<file path="src/design/backup_ctrl_pkg.sv">
// Transfer sequencing types
// State encoding and transfer direction

`default_nettype none

package backup_ctrl_pkg;

	// Sector exchange states
	typedef enum logic [1:0] {
		IDLE,
		REQUEST,	// strobe up, waiting for sd_ack to rise
		ACKED,		// host moving data, waiting for sd_ack to fall
		NEXT		// step to next sector or finish
	} xfer_state_t;

	// Save moves RAM to card, load moves card to RAM
	typedef enum logic {
		DIR_SAVE,
		DIR_LOAD
	} xfer_dir_t;

endpackage

`default_nettype wire

</file>
<file path="src/design/request_tracker.sv">
// Backup request tracking
// Backup-enable latch, dirty flag for console writes,
// load/save command edges and autosave on menu open

`timescale 1ns/1ns
`default_nettype none

module request_tracker (
	input  logic                       clk_sys,
	input  logic                       reset,
	input  logic                       load_cmd,
	input  logic                       save_cmd,
	input  logic                       autosave_on,
	input  logic                       osd_open,
	input  logic                       img_mounted,
	input  logic                       img_readonly,
	input  logic                       console_we,
	input  logic                       busy,
	output logic                       start,
	output backup_ctrl_pkg::xfer_dir_t dir,
	output logic                       pending
);
	import backup_ctrl_pkg::*;

	logic backup_en;
	logic load_lvl;
	logic save_lvl;
	logic load_q;
	logic save_q;
	logic load_edge;
	logic save_edge;

	// Commands only count with a writable image mounted
	assign load_lvl  = load_cmd & backup_en;
	assign save_lvl  = (save_cmd | (osd_open & pending & autosave_on)) & backup_en;
	assign load_edge = load_lvl & ~load_q;
	assign save_edge = save_lvl & ~save_q;

	// Each new mount decides whether backup is allowed
	always_ff @(posedge clk_sys) begin
		if (reset)
			backup_en <= 1'b0;
		else if (img_mounted)
			backup_en <= ~img_readonly;
	end

	// Console wrote the RAM while the menu was closed
	always_ff @(posedge clk_sys) begin
		if (reset)
			pending <= 1'b0;
		else if (busy)
			pending <= 1'b0;
		else if (console_we && backup_en && !osd_open)
			pending <= 1'b1;
	end

	// Edges arriving during a transfer are dropped
	// A start pulse already issued counts as a transfer in progress
	always_ff @(posedge clk_sys) begin
		if (reset) begin
			load_q <= 1'b0;
			save_q <= 1'b0;
			start  <= 1'b0;
			dir    <= DIR_SAVE;
		end else begin
			load_q <= load_lvl;
			save_q <= save_lvl;
			start  <= (load_edge | save_edge) & ~busy & ~start;
			if ((load_edge | save_edge) && !busy && !start)
				dir <= load_edge ? DIR_LOAD : DIR_SAVE;
		end
	end

	// FSM must have gone idle before a new request
	a_no_start_busy: assert property (@(posedge clk_sys) disable iff (reset)
		start |-> !busy);

endmodule

`default_nettype wire

</file>
<file path="config.mk">
export PLATFORM = sky130hd
export DESIGN_NAME = request_tracker
export DESIGN_NICKNAME = d
export VERILOG_FILES = /design/src/design/backup_ctrl_pkg.sv /design/src/design/request_tracker.sv
export SDC_FILE = /design/constraint.sdc
export NUM_CORES = 1
export LEC_CHECK = 0
export BUFFER_PORTS_ARGS = -buffer_cell sky130_fd_sc_hd__buf_2
export CORE_AREA = 2 2 39 41
export CTS_CLUSTER_DIAMETER = 200
export DETAILED_ROUTE_END_ITERATION = 16
export DIE_AREA = 0 0 41 43
export HOLD_SLACK_MARGIN = 0.03
export PLACE_DENSITY_LB_ADDON = 0.1
export SLEW_MARGIN = 20
export SYNTH_ARGS = -nofsm -noshare
export SYNTH_HDL_FRONTEND = slang
export SYNTH_SLANG_ARGS = --single-unit
</file>
<file path="constraint.sdc">
create_clock -name clk_sys -period 0.8 [get_ports clk_sys]
set_input_delay 0 -clock clk_sys [delete_from_list [all_inputs] [get_ports clk_sys]]
set_output_delay 0 -clock clk_sys [all_outputs]
set_load 0.05 [all_outputs]
</file>
==> results.toml <==
[outcome]
status = "complete, but fails checks"
violations = "setup timing"

[routing]
wl_met2_um = 258
vias_per_cell = 3.935
vias = 244
routed.top_layer = "met4"
drt_iter0_markers = 0
drc = 0
dr.pass1.iters = 1
wl_met1_um = 286
wl_met3_um = 35
antenna_left = 0
wl_um = 589
wl_per_cell_um = 9.500

[cells_and_area]
layout.nets = 57
area_growth_pct = 87.98
final_area_um2 = 430.4
drive_gt1_frac = 0.5000
antenna_cells = 0

[power]
leakage_uw = 0.0002011
irDropWorstVdd_uv = 781.1
pwr_density_cell_nw_per_um2 = 1675

[grt]
grt_max_degree = 7
grt_use_total = 0.09466
overflow = 0
antenna_found_initial = 0
grt_pass1_vias = 247
grt_first_pass_wirelength_um = 1048

[placed_design]
hpwl_um = 427.4
globalplace.congestion = 0.6552
io_buffers = 12
place_area_um2 = 326.6
dp_worst_setup_slack_ns = -0.04482

[yosys]
yosys.area.top_type = "dfxtp_1"
async_reset_ff_frac = 0
syn_avg_cell_area_um2 = 9.540
synth.most_common_cell = "dfxtp_1"
yosys-top-cells-area = "dfxtp_1, o21ai_1, nand2b_1"
ys_top_cells_by_count = "dfxtp_1, nor2_1, o21ai_1"
yosys.area.top_type_share = 0.5246
ys_types = 13
synth_edf_count = 0
syn_nets = 34
dominantRegCellSynth = "dfxtp_1"
synth-seq-cells = 6
yosys_warnings = 0
synth-seq-area-share = 0.5246
netlist_area_um2 = 229.0
synthCells = 24

[clock_tree]
cts_sinks = 6
clkSlewWorstSetupHoldPaths_ns = 0.05
cts_made_buffers = 3
cts-root-buf = "clkbuf_4"
h-tree-depth = 1
cts.path.max_buffers = 2
cts_tree = "built"
clkLatencyLatePin_ns = 0.24
post_cts_buffers = 0

[sta]
worst_pin_slew_ns = 0.1944
worst_slack_ns = -0.05686
hold_viol_final = 0
fin_skew_ns = 0.008525
period_share = 1.071
fmax_mhz = 1167
setup_viol = 3
rsz0062_at_grt = "true"
slew-limit-headroom = 0.8693
period_minus_slack_ns = 0.8569
slew_viol_final = 0

[setup_path]
crit_slowest_cell = "dfxtp_4"
worstPathCellList = "and3_4, o211a_1, o21ai_1"
worstPathMaxFanout = 2
worstPathRequired_ns = 0.98
r2r_slack_ns = -0.06
critical-path-max-stage-delay_ns = 0.33
r2r-start = "pending"
worstSetupEndpoint = "dir"
crit_path_start = "pending"
setup.worst_path.class = "reg2reg"
critical_path.endpoint_type = "register"
reg2reg_depth = 3
reg2reg_to = "dir"
crit_path_start_kind = "register"
arrival_ns = 1.03

[run]
maxCapViolations = 0

[floorplan]
die_h_um = 43
initial_utilization = 0.1655
die_area_um2 = 1763
io_pins = 13
num_rows = 14
core-area_um2 = 1384
die_x_um = 41

[min_path]
worstHoldStart = "save_cmd"
hold_path.class = "in2reg"
[worst min-delay path by stage]
stage / end / slack (ns) / cells past startpoint
floorplan: pending / 0.07 / 1
global placement: backup_en / 0.19 / 2
detailed placement: backup_en / 0.19 / 2
CTS: save_q / 0.04 / 3
global route: pending / 0.08 / 3
finish: save_q / 0.04 / 3
[metrics by stage]
step           instances    util  setup TNS, ns  power [uW]  hold slack [ns]
2_1_floorplan         24       -        -0.2304       359.8          0.06708
3_3_place_gp          53  0.2360        -0.1087       400.4           0.1857
3_5_place_dp          53  0.2360       -0.08704       401.6           0.1890
4_1_cts               62  0.2993        -0.1834       737.0          0.03786
5_1_grt               62  0.3110        -0.3973       773.2          0.08493
6_report              62  0.3110        -0.1443       720.9          0.04374
[cell type report]
cell class | instances | area [um2]
Clock buffer | 4 | 26.28
Tap cell | 16 | 20.02
Sequential cell | 6 | 126.4
Timing Repair Buffer | 18 | 138.9
Inverter | 1 | 3.754
Multi-Input combinational cell | 17 | 115.1
Fill cell | 146 | 953.4
[timing repair]
action	in CTS	in global routing
endpoints found under the setup margin	5	8
hold endpoints to repair	4	0
resized for setup	4	5
hold buffers	5	0
pin swaps	1	2
[registers in the layout, summed over array words and instances (netlist names)]
register	flops
backup_en	1
dir	1
load_q	1
pending	1
save_q	1
start	1
[cell usage in the layout (no fill, tap or decap)]
cell	netlist	final
dfxtp_4	0	1
dlygate4sd3_1	0	4
and3_4	1	1
nand2b_1	2	2
inv_1	1	1
nand2_1	1	1
nand3_1	1	1
dfxtp_2	0	2
clkbuf_1	0	1
o21ai_1	3	3
dfxtp_1	6	3
clkbuf_4	0	3
a31oi_1	1	1
o211a_1	1	1
a211oi_2	0	1
buf_2	0	9
nor4_2	1	1
nor3_2	0	1
nor3_1	2	1
buf_6	0	3
dlymetal6s4s_1	0	1
nor2_1	3	3
buf_4	0	1
[worst max-delay path, delay by kind of cell (launching register included)]
kind,cells,cell delay [ns]
flip-flops,1,0.33
AO/OA/AOI/OAI,2,0.31
AND/OR/NAND/NOR,1,0.14
[cell families (layout without fill, tap and decap cells)]
family | after synthesis | in the layout | share of synthesized area
compound gates | 6 | 6 | 0.1694
simple gates | 11 | 11 | 0.2896
flops | 6 | 6 | 0.5246
buf+inv | 1 | 23 | 0.01638
[report_power, final]
| part | leakage [uW] | switching, uW | internal, uW |
|---|---|---|---|
| registers | 0.0000504 | 10.8 | 309 |
| clock network | 0.0000150 | 107 | 189 |
| logic | 0.000136 | 48.4 | 57.3 |
| total | 0.000201 | 166 | 555 |
[layer usage]
metal,vias to the layer above,global-route usage
met5,-,0
met4,0,0.08000
met3,2,0.03141
met2,7,0.1188
met1,102,0.1234
li1,133,-
(Power assumes the default switching activity.)
