### src/design/nvram_pkg.sv
// Backup RAM geometry and sector transfer widths
// Address, offset, sector index, data byte and LBA types

`default_nettype none

package nvram_pkg;

	// ==================================================
	// Geometry
	// ==================================================
	// 32 KiB image, 512 byte sectors, 64 sectors
	localparam int NVRAM_AW    = 15;
	localparam int SECTOR_AW   = 9;
	localparam int SECTOR_IW   = NVRAM_AW - SECTOR_AW;
	localparam int LAST_SECTOR = (1 << SECTOR_IW) - 1;

	// ==================================================
	// Types
	// ==================================================
	typedef logic [NVRAM_AW-1:0]  nvram_addr_t;
	typedef logic [SECTOR_AW-1:0] sector_off_t;
	typedef logic [SECTOR_IW-1:0] sector_idx_t;
	typedef logic [7:0]           byte_t;

	// Only the low SECTOR_IW bits are ever nonzero
	typedef logic [31:0]          sd_lba_t;

endpackage

`default_nettype wire

### src/design/backup_ctrl_pkg.sv
// Transfer sequencing types
// State encoding and transfer direction

`default_nettype none

package backup_ctrl_pkg;

	// Sector exchange states
	typedef enum logic [1:0] {
		IDLE,
		REQUEST,	// strobe up, waiting for sd_ack to rise
		ACKED,		// host moving data, waiting for sd_ack to fall
		NEXT		// step to next sector or finish
	} xfer_state_t;

	// Save moves RAM to card, load moves card to RAM
	typedef enum logic {
		DIR_SAVE,
		DIR_LOAD
	} xfer_dir_t;

endpackage

`default_nettype wire

### src/design/transfer_fsm.sv
// Sector transfer state machine
// Request strobes toward the host, sd_ack edge detection,
// per-sector counter control, busy and loading levels

`timescale 1ns/1ns
`default_nettype none

module transfer_fsm (
	input  logic                       clk_sys,
	input  logic                       reset,
	input  logic                       start,
	input  backup_ctrl_pkg::xfer_dir_t dir,
	input  logic                       sd_ack,
	input  logic                       last,
	output logic                       sd_rd,
	output logic                       sd_wr,
	output logic                       busy,
	output logic                       loading,
	output logic                       clear,
	output logic                       step
);
	import nvram_pkg::*;
	import backup_ctrl_pkg::*;

	xfer_state_t state;
	xfer_dir_t   dir_q;
	logic        ack_q;
	logic        ack_rise;
	logic        ack_fall;
	// Sectors stepped over in this transfer
	sector_idx_t step_cnt;

	assign ack_rise = sd_ack & ~ack_q;
	assign ack_fall = ~sd_ack & ack_q;

	// Counter control, seen by the counter on the same edge as the strobe
	assign clear   = (state == IDLE) & start;
	assign step    = (state == NEXT) & ~last;
	assign busy    = (state != IDLE);
	assign loading = busy & (dir_q == DIR_LOAD);

	always_ff @(posedge clk_sys) begin
		if (reset)
			ack_q <= 1'b0;
		else
			ack_q <= sd_ack;
	end

	// ==================================================
	// Sequencer
	// ==================================================
	always_ff @(posedge clk_sys) begin
		if (reset) begin
			state    <= IDLE;
			dir_q    <= DIR_SAVE;
			sd_rd    <= 1'b0;
			sd_wr    <= 1'b0;
			step_cnt <= '0;
		end else begin
			case (state)
				IDLE: if (start) begin
					dir_q    <= dir;
					sd_rd    <= (dir == DIR_LOAD);
					sd_wr    <= (dir == DIR_SAVE);
					step_cnt <= '0;
					state    <= REQUEST;
				end
				// Host took the request, drop the strobe
				REQUEST: if (ack_rise) begin
					sd_rd <= 1'b0;
					sd_wr <= 1'b0;
					state <= ACKED;
				end
				ACKED: if (ack_fall)
					state <= NEXT;
				NEXT: if (last) begin
					state <= IDLE;
				end else begin
					sd_rd    <= (dir_q == DIR_LOAD);
					sd_wr    <= (dir_q == DIR_SAVE);
					step_cnt <= step_cnt + 1'b1;
					state    <= REQUEST;
				end
				default: state <= IDLE;
			endcase
		end
	end

	a_one_strobe: assert property (@(posedge clk_sys) disable iff (reset)
		!(sd_rd && sd_wr));

	// Counter reports the last sector only after the full image went by
	a_last_matches_tally: assert property (@(posedge clk_sys) disable iff (reset)
		(state == NEXT && last) |-> step_cnt == sector_idx_t'(LAST_SECTOR));

endmodule

`default_nettype wire

### config.mk
export PLATFORM = sky130hd
export DESIGN_NAME = transfer_fsm
export DESIGN_NICKNAME = d
export VERILOG_FILES = /design/src/design/nvram_pkg.sv /design/src/design/backup_ctrl_pkg.sv /design/src/design/transfer_fsm.sv
export SDC_FILE = /design/constraint.sdc
export NUM_CORES = 1
export LEC_CHECK = 0
export BUFFER_PORTS_ARGS = -buffer_cell sky130_fd_sc_hd__buf_2
export CORE_AREA = 2 2 39 41
export CTS_CLUSTER_SIZE = 20
export DETAILED_ROUTE_END_ITERATION = 6
export DIE_AREA = 0 0 41 43
export PLACE_DENSITY = 0.61
export SLEW_MARGIN = 5
export SYNTH_ARGS = -nofsm -noshare
export SYNTH_HDL_FRONTEND = slang
export SYNTH_SLANG_ARGS = --single-unit
### constraint.sdc
create_clock -name clk_sys -period 1.4 [get_ports clk_sys]
set_input_delay 0.14 -clock clk_sys [delete_from_list [all_inputs] [get_ports clk_sys]]
set_output_delay 0.14 -clock clk_sys [all_outputs]
set_load 0.1 [all_outputs]
==> results.md <==
- Status: finished with violations
- Failing checks: setup timing
- Post-Place Worst Slack: -122 ps
- CTS tree: yes
- Largest net degree at the start of global routing: 8
- Clock skew: 12.8 ps
- Post-synthesis sequential area ratio: 30.5%
- Tcrit/Tclk final: 105%
- Total wire length: 1.05 mm
- Yosys warns: 0
- CTS H-tree lvls: 1
- RSZ-0062 raised after global routing: true
- Placed cell area: around 640 sq um
- CTS Hold Bufs: 0
- CP Class: flip-flop to flip-flop
- Data arrival, critical path: 1620 ps
- Crit path time final: 1460 ps
- Post-Synthesis Cells: 45
- Sink Count: 6
- Critical path buffer and inverter count: 1
- Final net count: slightly below 90
- Worst setup margin: -64.0 ps
- Required time of the critical path: 1560 ps
- Clk slew on worst S/H paths: 60 ps
- Clk Tree Root Cell: clkbuf_4
- Core area: about 1400 sq um
- Die height: around 43 um
- CP delay by family, top: compound AO/OA/AOI/OAI gates
- Final setup fails: 4
- Most frequent cells in the layout: buf_4, buf_2, buf_6
- Cell Area, Synth: 394 sq um
- Die area: roughly 1800 sq um
- CTS Buf Count: 3
- Via Count: around 420
- Max layer used: met3
- # IOs: 12
- Cell Count, Final, Fillers Out: between 90 and 100
- Routed wl met3: 47 um
- Antenna violations before repair: 0
- Routed len/inst: 11.5 um
- Worst Tran Pin Value: 482 ps
- Vias in the first global route: 369
- Critical path endpoint category: flip-flop
- Hold_ws: between 100 and 150 ps
- Synth area leader: dfxtp_1
- CP most frequent cell: a21o_1
- Slowest-stage cell, CP: dfxtp_4
- Hold Vio Cnt, Final: 0
- Initial core utilization: 28.5%
- Commonest non-fill, non-tap cell in the layout: buf_4
- Max-slew headroom: 68.1%
- Layout cells sized above 1: a little over three fifths
- Post-synth cell types: 16
- Main area contributors after synthesis: dfxtp_1, ha_1, nand2b_1
- Syn_area_per_cell: 8.76 sq um
- HPWL Detailed: 698 um
- Number of port buffers: 11
- Number of DRC markers in iteration 0: 3
- Fmax: ~0.68 GHz
- Area growth, synth to finish: 109%
- First-pass GRT wire length: between 1 and 1.5 mm
- Crit-path max cell delay: 370 ps
- Register bit total from synthesis: 6
- Clock tree buffer depth: 2
- Syn nets: 57
- Hold crit path type: input pin to flip-flop
- Overall routing resource usage: approximately 14%
- DRC: 0
- Skew-Pair Late Insertion Delay: 260 ps
- TritonRoute pass-1 iters: 3
- Placed cell count: 79
- Global-route congestion overflow total: 0
- Post-synth top area share: 30.5%
- CP max FO: 3
- CP Cell Sequence: buf_6, ha_4, a21o_1, a21o_1, a2111oi_4
- Post-route ant nets: 0
- Fin. max-slew vios: 0
- Final instance area: between 800 and 900 sq um
- Antenna cells: 0
- Max Cap Viol: 0
- Critical Path Source Type: flip-flop
- Via-to-Cell Ratio: 4.59
- Row count: 14
- Die Span X: 41 um
- Routed wl met2: about 580 um
- Met1 WL: 418 um
- GP Congestion: 0.726
final timing paths:
path | startpoint | to | slack (ps) | depth (start not counted)
hold / removal | sd_ack | ack_q | 140 | 2
setup reg to reg | state[1] | state[0] | -60 | 5
setup / recovery | state[1] | state[0] | -60 | 5
hold reg to reg | sd_wr | sd_wr | 480 | 2
per-layer routing:
metal  up-vias  track usage (%)
li1        213                -
met4         0             8.00
met1       194             12.5
met5         -                0
met2        11             22.5
met3         0             7.85
cell families (layout without fill, tap and decap cells):
kind of cell | count (synthesis) | after routing | synth area share (%)
adders and majority gates | 6 | 6 | 19.0
muxes | 2 | 2 | 5.08
DFF | 6 | 6 | 30.5
buffers and inverters | 4 | 34 | 3.81
AOI/OAI and AO/OA | 10 | 10 | 18.7
and+or+nand+nor | 17 | 17 | 22.9
Yosys cell counts:
cell and number:
a2111oi_0 1, a2111oi_1 1, a211oi_1 3, a21o_1 3, a21oi_1 2, and2_1 1, dfxtp_1 6, ha_1 6
inv_1 4, mux2i_1 2, nand2_1 1, nand2b_1 4, nor2_1 5, nor2b_1 3, nor3_1 2, nor3b_1 1
area by class of cell:
class | instances | area (sq um)
Clock buffer | 4 | 26.3
Fill cell | 123 | 561
Inverter | 4 | 22.5
Multi-Input combinational cell | 35 | 380
Sequential cell | 6 | 128
Tap cell | 16 | 20.0
Timing Repair Buffer | 26 | 246
repair_timing:
action                                  4_1_cts  5_1_grt
buffers inserted                              6        2
pin swaps                                     9        8
endpoints found under the setup margin        8        8
resized for setup                            10       12
metrics by stage:
stage / TNS [ps] / utilization [%]
final: -143 / 59.5
after floorplan: -92.7 / -
after CTS: -162 / 54.0
after global placement: -141 / 45.9
after detailed placement: -224 / 45.9
after global routing: -545 / 59.5
registers in the layout, indices dropped and copies added, names as in the netlist:
name	flops
dir_q	1
state	2
ack_q	1
sd_rd	1
sd_wr	1
Power is not shown: default switching activity piles up to over one toggle a cycle in this logic, so the estimate is an artifact.
