==> src/design/nvram_pkg.sv <==
// Backup RAM geometry and sector transfer widths
// Address, offset, sector index, data byte and LBA types

`default_nettype none

package nvram_pkg;

	// ==================================================
	// Geometry
	// ==================================================
	// 32 KiB image, 512 byte sectors, 64 sectors
	localparam int NVRAM_AW    = 15;
	localparam int SECTOR_AW   = 9;
	localparam int SECTOR_IW   = NVRAM_AW - SECTOR_AW;
	localparam int LAST_SECTOR = (1 << SECTOR_IW) - 1;

	// ==================================================
	// Types
	// ==================================================
	typedef logic [NVRAM_AW-1:0]  nvram_addr_t;
	typedef logic [SECTOR_AW-1:0] sector_off_t;
	typedef logic [SECTOR_IW-1:0] sector_idx_t;
	typedef logic [7:0]           byte_t;

	// Only the low SECTOR_IW bits are ever nonzero
	typedef logic [31:0]          sd_lba_t;

endpackage

`default_nettype wire

==> src/design/sector_counter.sv <==
// Sector index for the backup transfer
// Clears at transfer start, steps after each sector,
// flags the final sector of the image

`timescale 1ns/1ns
`default_nettype none

module sector_counter (
	input  logic                   clk_sys,
	input  logic                   reset,
	input  logic                   clear,
	input  logic                   step,
	output nvram_pkg::sector_idx_t index,
	output logic                   last
);
	import nvram_pkg::*;

	// ==================================================
	// Index register
	// ==================================================
	always_ff @(posedge clk_sys) begin
		if (reset)
			index <= '0;
		else if (clear)
			index <= '0;
		else if (step)
			index <= index + 1'b1;
	end

	assign last = (index == sector_idx_t'(LAST_SECTOR));

	// FSM finishes instead of stepping past the end
	a_no_step_at_last: assert property (@(posedge clk_sys) disable iff (reset)
		step |-> !last);

endmodule

`default_nettype wire

==> config.mk <==
export PLATFORM = sky130hd
export DESIGN_NAME = sector_counter
export DESIGN_NICKNAME = d
export VERILOG_FILES = /design/src/design/nvram_pkg.sv /design/src/design/sector_counter.sv
export SDC_FILE = /design/constraint.sdc
export NUM_CORES = 1
export LEC_CHECK = 0
export CORE_AREA = 4 4 41 43
export CTS_BUF_LIST = sky130_fd_sc_hd__clkbuf_16
export DETAILED_ROUTE_END_ITERATION = 8
export DIE_AREA = 0 0 45 47
export DONT_BUFFER_PORTS = 1
export GPL_TIMING_DRIVEN = 1
export PLACE_DENSITY = 0.41
export SLEW_MARGIN = 20
export SYNTH_ARGS = -nofsm -noshare
export SYNTH_HDL_FRONTEND = slang
export SYNTH_SLANG_ARGS = --single-unit
export TNS_END_PERCENT = 5
==> constraint.sdc <==
create_clock -name clk_sys -period 1.1 [get_ports clk_sys]
set_input_delay 0.22 -clock clk_sys [delete_from_list [all_inputs] [get_ports clk_sys]]
set_output_delay 0.22 -clock clk_sys [all_outputs]
set_load 0.03 [all_outputs]
==> results of run 1 <==
## routing by layer
metal	GRT usage	vias up
li1	-	120
met1	0.0636	111
met2	0.119	10
met3	0.0575	0
met4	0.0351	0
met5	0	-
## how the worst min path moves through the flow
stage                     from        to  slack [ns]  cells past startpoint
after detailed placement  step  index[0]        0.38                      2
final                     step  index[0]        0.14                      2
after global placement    step  index[0]        0.38                      2
after CTS                 step  index[0]        0.14                      2
after global routing      step  index[0]        0.14                      2
after floorplan           step  index[0]        0.37                      2
## final cells by class
type / count / area [µm²] / area share
clock buffers: 3 / 75.1 / 0.157
clock inverters: 1 / 3.75 / 0.00785
multi-input cells: 22 / 174 / 0.364
flip-flops and latches: 6 / 135 / 0.283
well taps: 15 / 18.8 / 0.0393
repair buffers: 9 / 71.3 / 0.149
## through the flow
step                      instance area (µm²)  setup TNS, ns  utilization  total power, µW  instances
after global routing                      478         -0.227        0.367              875         56
after detailed placement                  364              0        0.280              248         50
after CTS                                 470         -0.132        0.362              860         56
after floorplan                           297        -0.0184            -              241         29
final                                     478         -0.128        0.367              845         56
after global placement                    364              0        0.280              246         50
## what timing repair did
| action | 4_1_cts | 5_1_grt |
|---|---|---|
| pin swaps | 5 | 0 |
| resized for setup | 2 | 2 |
| setup endpoints to repair | 1 | 5 |
| buffers inserted | 2 | 0 |
## worst max-delay path: cells and delay by family, from the launching register on
kind,cells,cell delay [ns]
AND/OR/NAND/NOR,2,0.26
flip-flops,1,0.35
adder cells (fa/ha/maj),1,0.16
## Yosys cell counts (all sizes together)
cell	instances	area share
a21oi	1	0.019
or2	1	0.024
clkbuf	1	0.014
mux2i	1	0.038
nand3	1	0.019
or3	1	0.024
nand4	2	0.072
nand2	3	0.043
o21ai	1	0.019
xor2	3	0.10
nor2	6	0.086
dfxtp	6	0.46
ha	1	0.048
xnor2	1	0.033
## power groups by stage
| stage | registers (µW) | logic (µW) | clock network [µW] |
|---|---|---|---|
| floorplan | 229 | 12.0 | 0 |
| global placement | 223 | 23.6 | 0 |
| detailed placement | 223 | 24.6 | 0 |
| CTS | 219 | 29.5 | 612 |
| global route | 219 | 32.5 | 624 |
| finish | 219 | 29.9 | 597 |
## kinds of logic (layout without fill, tap and decap cells)
group,count (synthesis),in the layout,share of synthesized area
compound gates,2,2,0.0382
xor+xnor,4,4,0.134
fa+ha+maj,1,1,0.0478
buf+inv,1,13,0.0143
flops,6,6,0.459
mux,1,1,0.0383
simple gates,14,14,0.268
==> qor.yml, run 1 <==
outcome:
  violations: "negative setup slack"
  outcome: "complete, but fails checks"
cells_and_area:
  nets: 47
  largest_register_ffs: 6
  final_cell_mix: "8 x buf_4, 5 x nor2_1"
  antenna_cells: 0
  drive_gt1_frac: 0.585
  final_common_cell: "buf_4"
  regMostFlops: "index"
  reg_top3: "index: 6 flops"
  fillCellCount: 144
  syn_to_final_growth_pct: 82.8
power_and_ir_drop:
  p_int_uw: 702
  leakage_uw: 0.000190
  power_frac_comb: 0.035
  p_sw_uw: 143
  pwr-share-clk: 0.706
  power_density_mw_per_mm2: 1770
  p_sw_frac: 0.170
  ir_drop_mv: 0.770
  seq_power_share: 0.259
timing:
  hold_ws_ns: 0.138
  maxSlewViolCount: 0
  tightest_slew_ns: 0.206
  finClkSkew_ns: 0.00288
  slew_headroom: 0.861
  min_period_ns: 1.21
  fin_crit_sh: 1.10
  finalHoldViolations: 0
  timing.fmax_ghz: 0.824
  setup_viol: 2
  rsz0062_at_grt: "true"
  worst_slack_ns: -0.113
logic_synthesis:
  syn_area_um2: 262
  synth_cells: 29
  syn_avg_cell_area_um2: 9.02
  seq_area_frac_synth: 0.459
  synth_fp_nets: 34
  synth.distinct_cells: 15
  yosys_warnings: 0
  synth_seq_cells: 6
place:
  place_congestion: 0.671
  hpwl_um: 464
  pre_cts_slack_ns: 0.0281
  io_buffers: 0
critical_path:
  crit_start: "index[1]"
  cp_max_fo: 3
  rr_startpoint: "index[0]"
  cp-endpoint: "last"
  critPathKind: "flip-flop to primary output"
  end_kind: "primary output"
  cp_slowest_cell: "dfxtp_4"
  required_ns: 0.88
  slowest_delay_ns: 0.35
  r2r-end: "index[5]"
  r2r_slack_ns: -0.01
  r2r_cells: 4
  crit_chain: "ha_4 > nand3_4 > nor2_4"
  start_kind: "flip-flop"
  crit_arrival_ns: 0.99
drt:
  antenna_left: 0
  wl_met2_um: 299
  dr.pass1.iters: 2
  wirelength_met1_um: 250
  met3_length_um: 95
  wl_um: 645
  vias_per_cell: 4.30
  top_layer: "met3"
  drc: 0
  drt_iter0_markers: 2
  wire_per_inst_um: 11.5
  num_vias: 241
die:
  die_w_um: 45
  initial_core_util: 0.201
  die_h_um: 47
  fp.dieArea_mm2: 0.00212
  coreArea_mm2: 0.00130
  boundaryPins: 11
  num_rows: 13
clock_tree:
  clk_path_buf_depth: 2
  htree_levels: 1
  clock-sinks: 6
  cts_made_buffers: 3
  clkTransAtPathRegs_ns: 0.04
  cts_hold_buf: 0
  cts-root-buf: "clkbuf_16"
  clk_latency_ns: 0.23
  tritoncts: "done"
global_route:
  gr-total-overflow: 0
  globalRouteTotalUtil: 0.0719
  grt_start_max_net_pins: 7
  grt_pass1_vias: 270
  antenna_found_initial: 0
  grt_pass1_wl_mm: 1.04
min_path:
  hp-class: "primary input to flip-flop"
flow_run:
  drv_cap: 0
No activity file was read; power rests on OpenSTA's default activity.
==> inputs of run 2 (changes only) <==
- clock period: 1.1 -> 1.57 ns (I/O delays scaled with it)
==> run 2 against run 1 <==
  * The run now ends clean
  * Flip-flop and latch count unchanged
  * Register-to-register slack improved by 0.35 ns
  * Non-clock buffer count down 2
  * Global-route usage is 0.31 points lower
  * Critical path depth is 1 higher
  * Worst setup slack improved by 0.24 ns
  * Sequential power down 28%
==> qor.yml, run 2 (synthesis gave the netlist of run 1 again) <==
outcome:
  outcome: "completed"
power_and_ir_drop:
  pwr-share-clk: 0.702  # -0.004
  power_density_mw_per_mm2: 1420  # -20%
  ir_drop_mv: 0.659  # -14%
  p_sw_uw: 90.3  # -37%
  p_int_uw: 488  # -30%
  leakage_uw: 0.000172  # -9.7%
  p_sw_frac: 0.156  # -0.0136
  power_frac_comb: 0.028  # -0.007
  seq_power_share: 0.271  # +0.012
critical_path:
  worst_path_dominant_cell_family: "flip-flops"
  r2r_slack_ns: 0.34  # +0.35 ns
  critPathKind: "flip-flop to primary output"
  required_ns: 1.26  # +0.38 ns
  r2r-end: "index[5]"
  r2r_cells: 4  # unchanged
  crit_cells: 4  # +1
  rr_startpoint: "index[0]"
  crit_chain: "ha_1 > nand3_1 > nor2_2 > buf_4"
  crit_start: "index[1]"
  cp_max_fo: 3  # unchanged
  cp.buffers_inverters: 1  # +1
  cp-endpoint: "last"
  cp_slowest_cell: "dfxtp_1"
  start_kind: "flip-flop"
  end_kind: "primary output"
  crit_arrival_ns: 1.13  # +0.14 ns
  slowest_delay_ns: 0.35  # about the same
clock_tree:
  cts_made_buffers: 3  # unchanged
  htree_levels: 1  # unchanged
  cts-root-buf: "clkbuf_16"
  clk_path_buf_depth: 2  # unchanged
  tritoncts: "done"
  post_cts_resized: 0  # -2
  clkTransAtPathRegs_ns: 0.03  # about the same
  post-cts-setup-buffer-count: 0  # -2
  clk_latency_ns: 0.23  # about the same
  cts_hold_buf: 0  # unchanged
  clock-sinks: 6  # unchanged
timing:
  setup_viol: 0  # -2
  tightest_slew_ns: 0.205  # -0.000465 ns
  slew_headroom: 0.863  # +0.00157
  worst_slack_ns: 0.131  # +0.244 ns
  fin_tns_setup_ns: 0  # +0.128 ns
  maxSlewViolCount: 0  # unchanged
  rsz0062_at_grt: "false"
  fin_crit_sh: 0.917
  min_period_ns: 1.44
  finalHoldViolations: 0  # unchanged
  timing.fmax_ghz: 0.695
  finClkSkew_ns: 0.000924  # -0.00195 ns
die:
  boundaryPins: 11  # unchanged
  die_h_um: 47  # unchanged
  fp.dieArea_mm2: 0.00212  # unchanged
  coreArea_mm2: 0.00130  # unchanged
  initial_core_util: 0.201  # unchanged
  die_w_um: 45  # unchanged
  num_rows: 13  # unchanged
global_route:
  globalRouteTotalUtil: 0.0688  # -0.00311
  grt_pass1_wl_um: 931  # -11%
  grt_pass1_vias: 232  # -14%
  gr-total-overflow: 0  # unchanged
  grt_start_max_net_pins: 7  # unchanged
  antenna_found_initial: 0  # unchanged
cells_and_area:
  nets: 45  # -4.3%
  reg_top3: "index: 6 flops"
  largest_register_ffs: 6  # unchanged
  final-seq-area_um2: 120  # -11%
  drive_gt1_frac: 0.342  # -0.243
  antenna_cells: 0  # unchanged
  fillCellCount: 141  # -2.1%
  syn_to_final_growth_pct: 55.5
  final_common_cell: "buf_4"
  stdcell_count: 53  # -5.4%
  multi_input_area_um2: 140  # -19%
  regMostFlops: "index"
  final_cell_mix: "7 x buf_4, 6 x dfxtp_1, 5 x nor2_1"
drt:
  drt_iter0_markers: 1  # -1
  antenna_left: 0  # unchanged
  drc: 0  # unchanged
  num_vias: 227  # -5.8%
  vias_per_cell: 4.28  # -0.48%
  dr.pass1.iters: 2  # unchanged
  wl_um: 555  # -14%
  wire_per_inst_um: 10.5  # -9.1%
flow_run:
  drv_cap: 0  # unchanged
place:
  pre_cts_slack_ns: 0.339  # +0.311 ns
  place_congestion: 0.690  # +2.9%
  placedCellCount: 50  # unchanged
  io_buffers: 0  # unchanged
min_path:
  hp-class: "primary input to flip-flop"
[run 2: cell type report]
| type | count | area share |
|---|---|---|
| Clock buffer | 3 | 0.185 |
| Multi-Input combinational cell | 22 | 0.345 |
| Sequential cell | 6 | 0.295 |
| Tap cell | 15 | 0.0462 |
| Timing Repair Buffer | 7 | 0.129 |
[run 2: metrics by stage]
step | hold slack [ns] | total power (µW) | utilization | area (µm²)
after floorplan | 0.462 | 171 | - | 264
after global placement | 0.476 | 175 | 0.255 | 332
after detailed placement | 0.483 | 175 | 0.255 | 332
after CTS | 0.248 | 590 | 0.313 | 407
after global routing | 0.264 | 597 | 0.313 | 407
final | 0.243 | 579 | 0.313 | 407
[run 2: power by group through the flow]
stage	sequential [µW]	combinational (µW)	clock [µW]
after floorplan	163	8.03	0
after global placement	159	16.1	0
after detailed placement	159	16.3	0
after CTS	157	16.3	417
after global routing	157	17.5	422
final	157	15.9	406
[run 2: per-layer routing]
metal  wire length [µm]  part of all wire  GRT usage  vias up
li1                   -                 -          -      118
met1                257              0.46     0.0729       97
met2                219              0.39     0.0791       10
met3                 49             0.088     0.0345        2
met4                 28             0.050      0.105        0
met5                  0                 0          0        -
[run 2: worst min path at each step]
stage	start	end	slack, ns	cells after the start
after CTS	step	index[0]	0.25	2
after global placement	step	index[0]	0.48	2
final	step	index[0]	0.24	2
after detailed placement	step	index[0]	0.48	2
after global routing	step	index[1]	0.26	2
after floorplan	step	index[0]	0.46	2
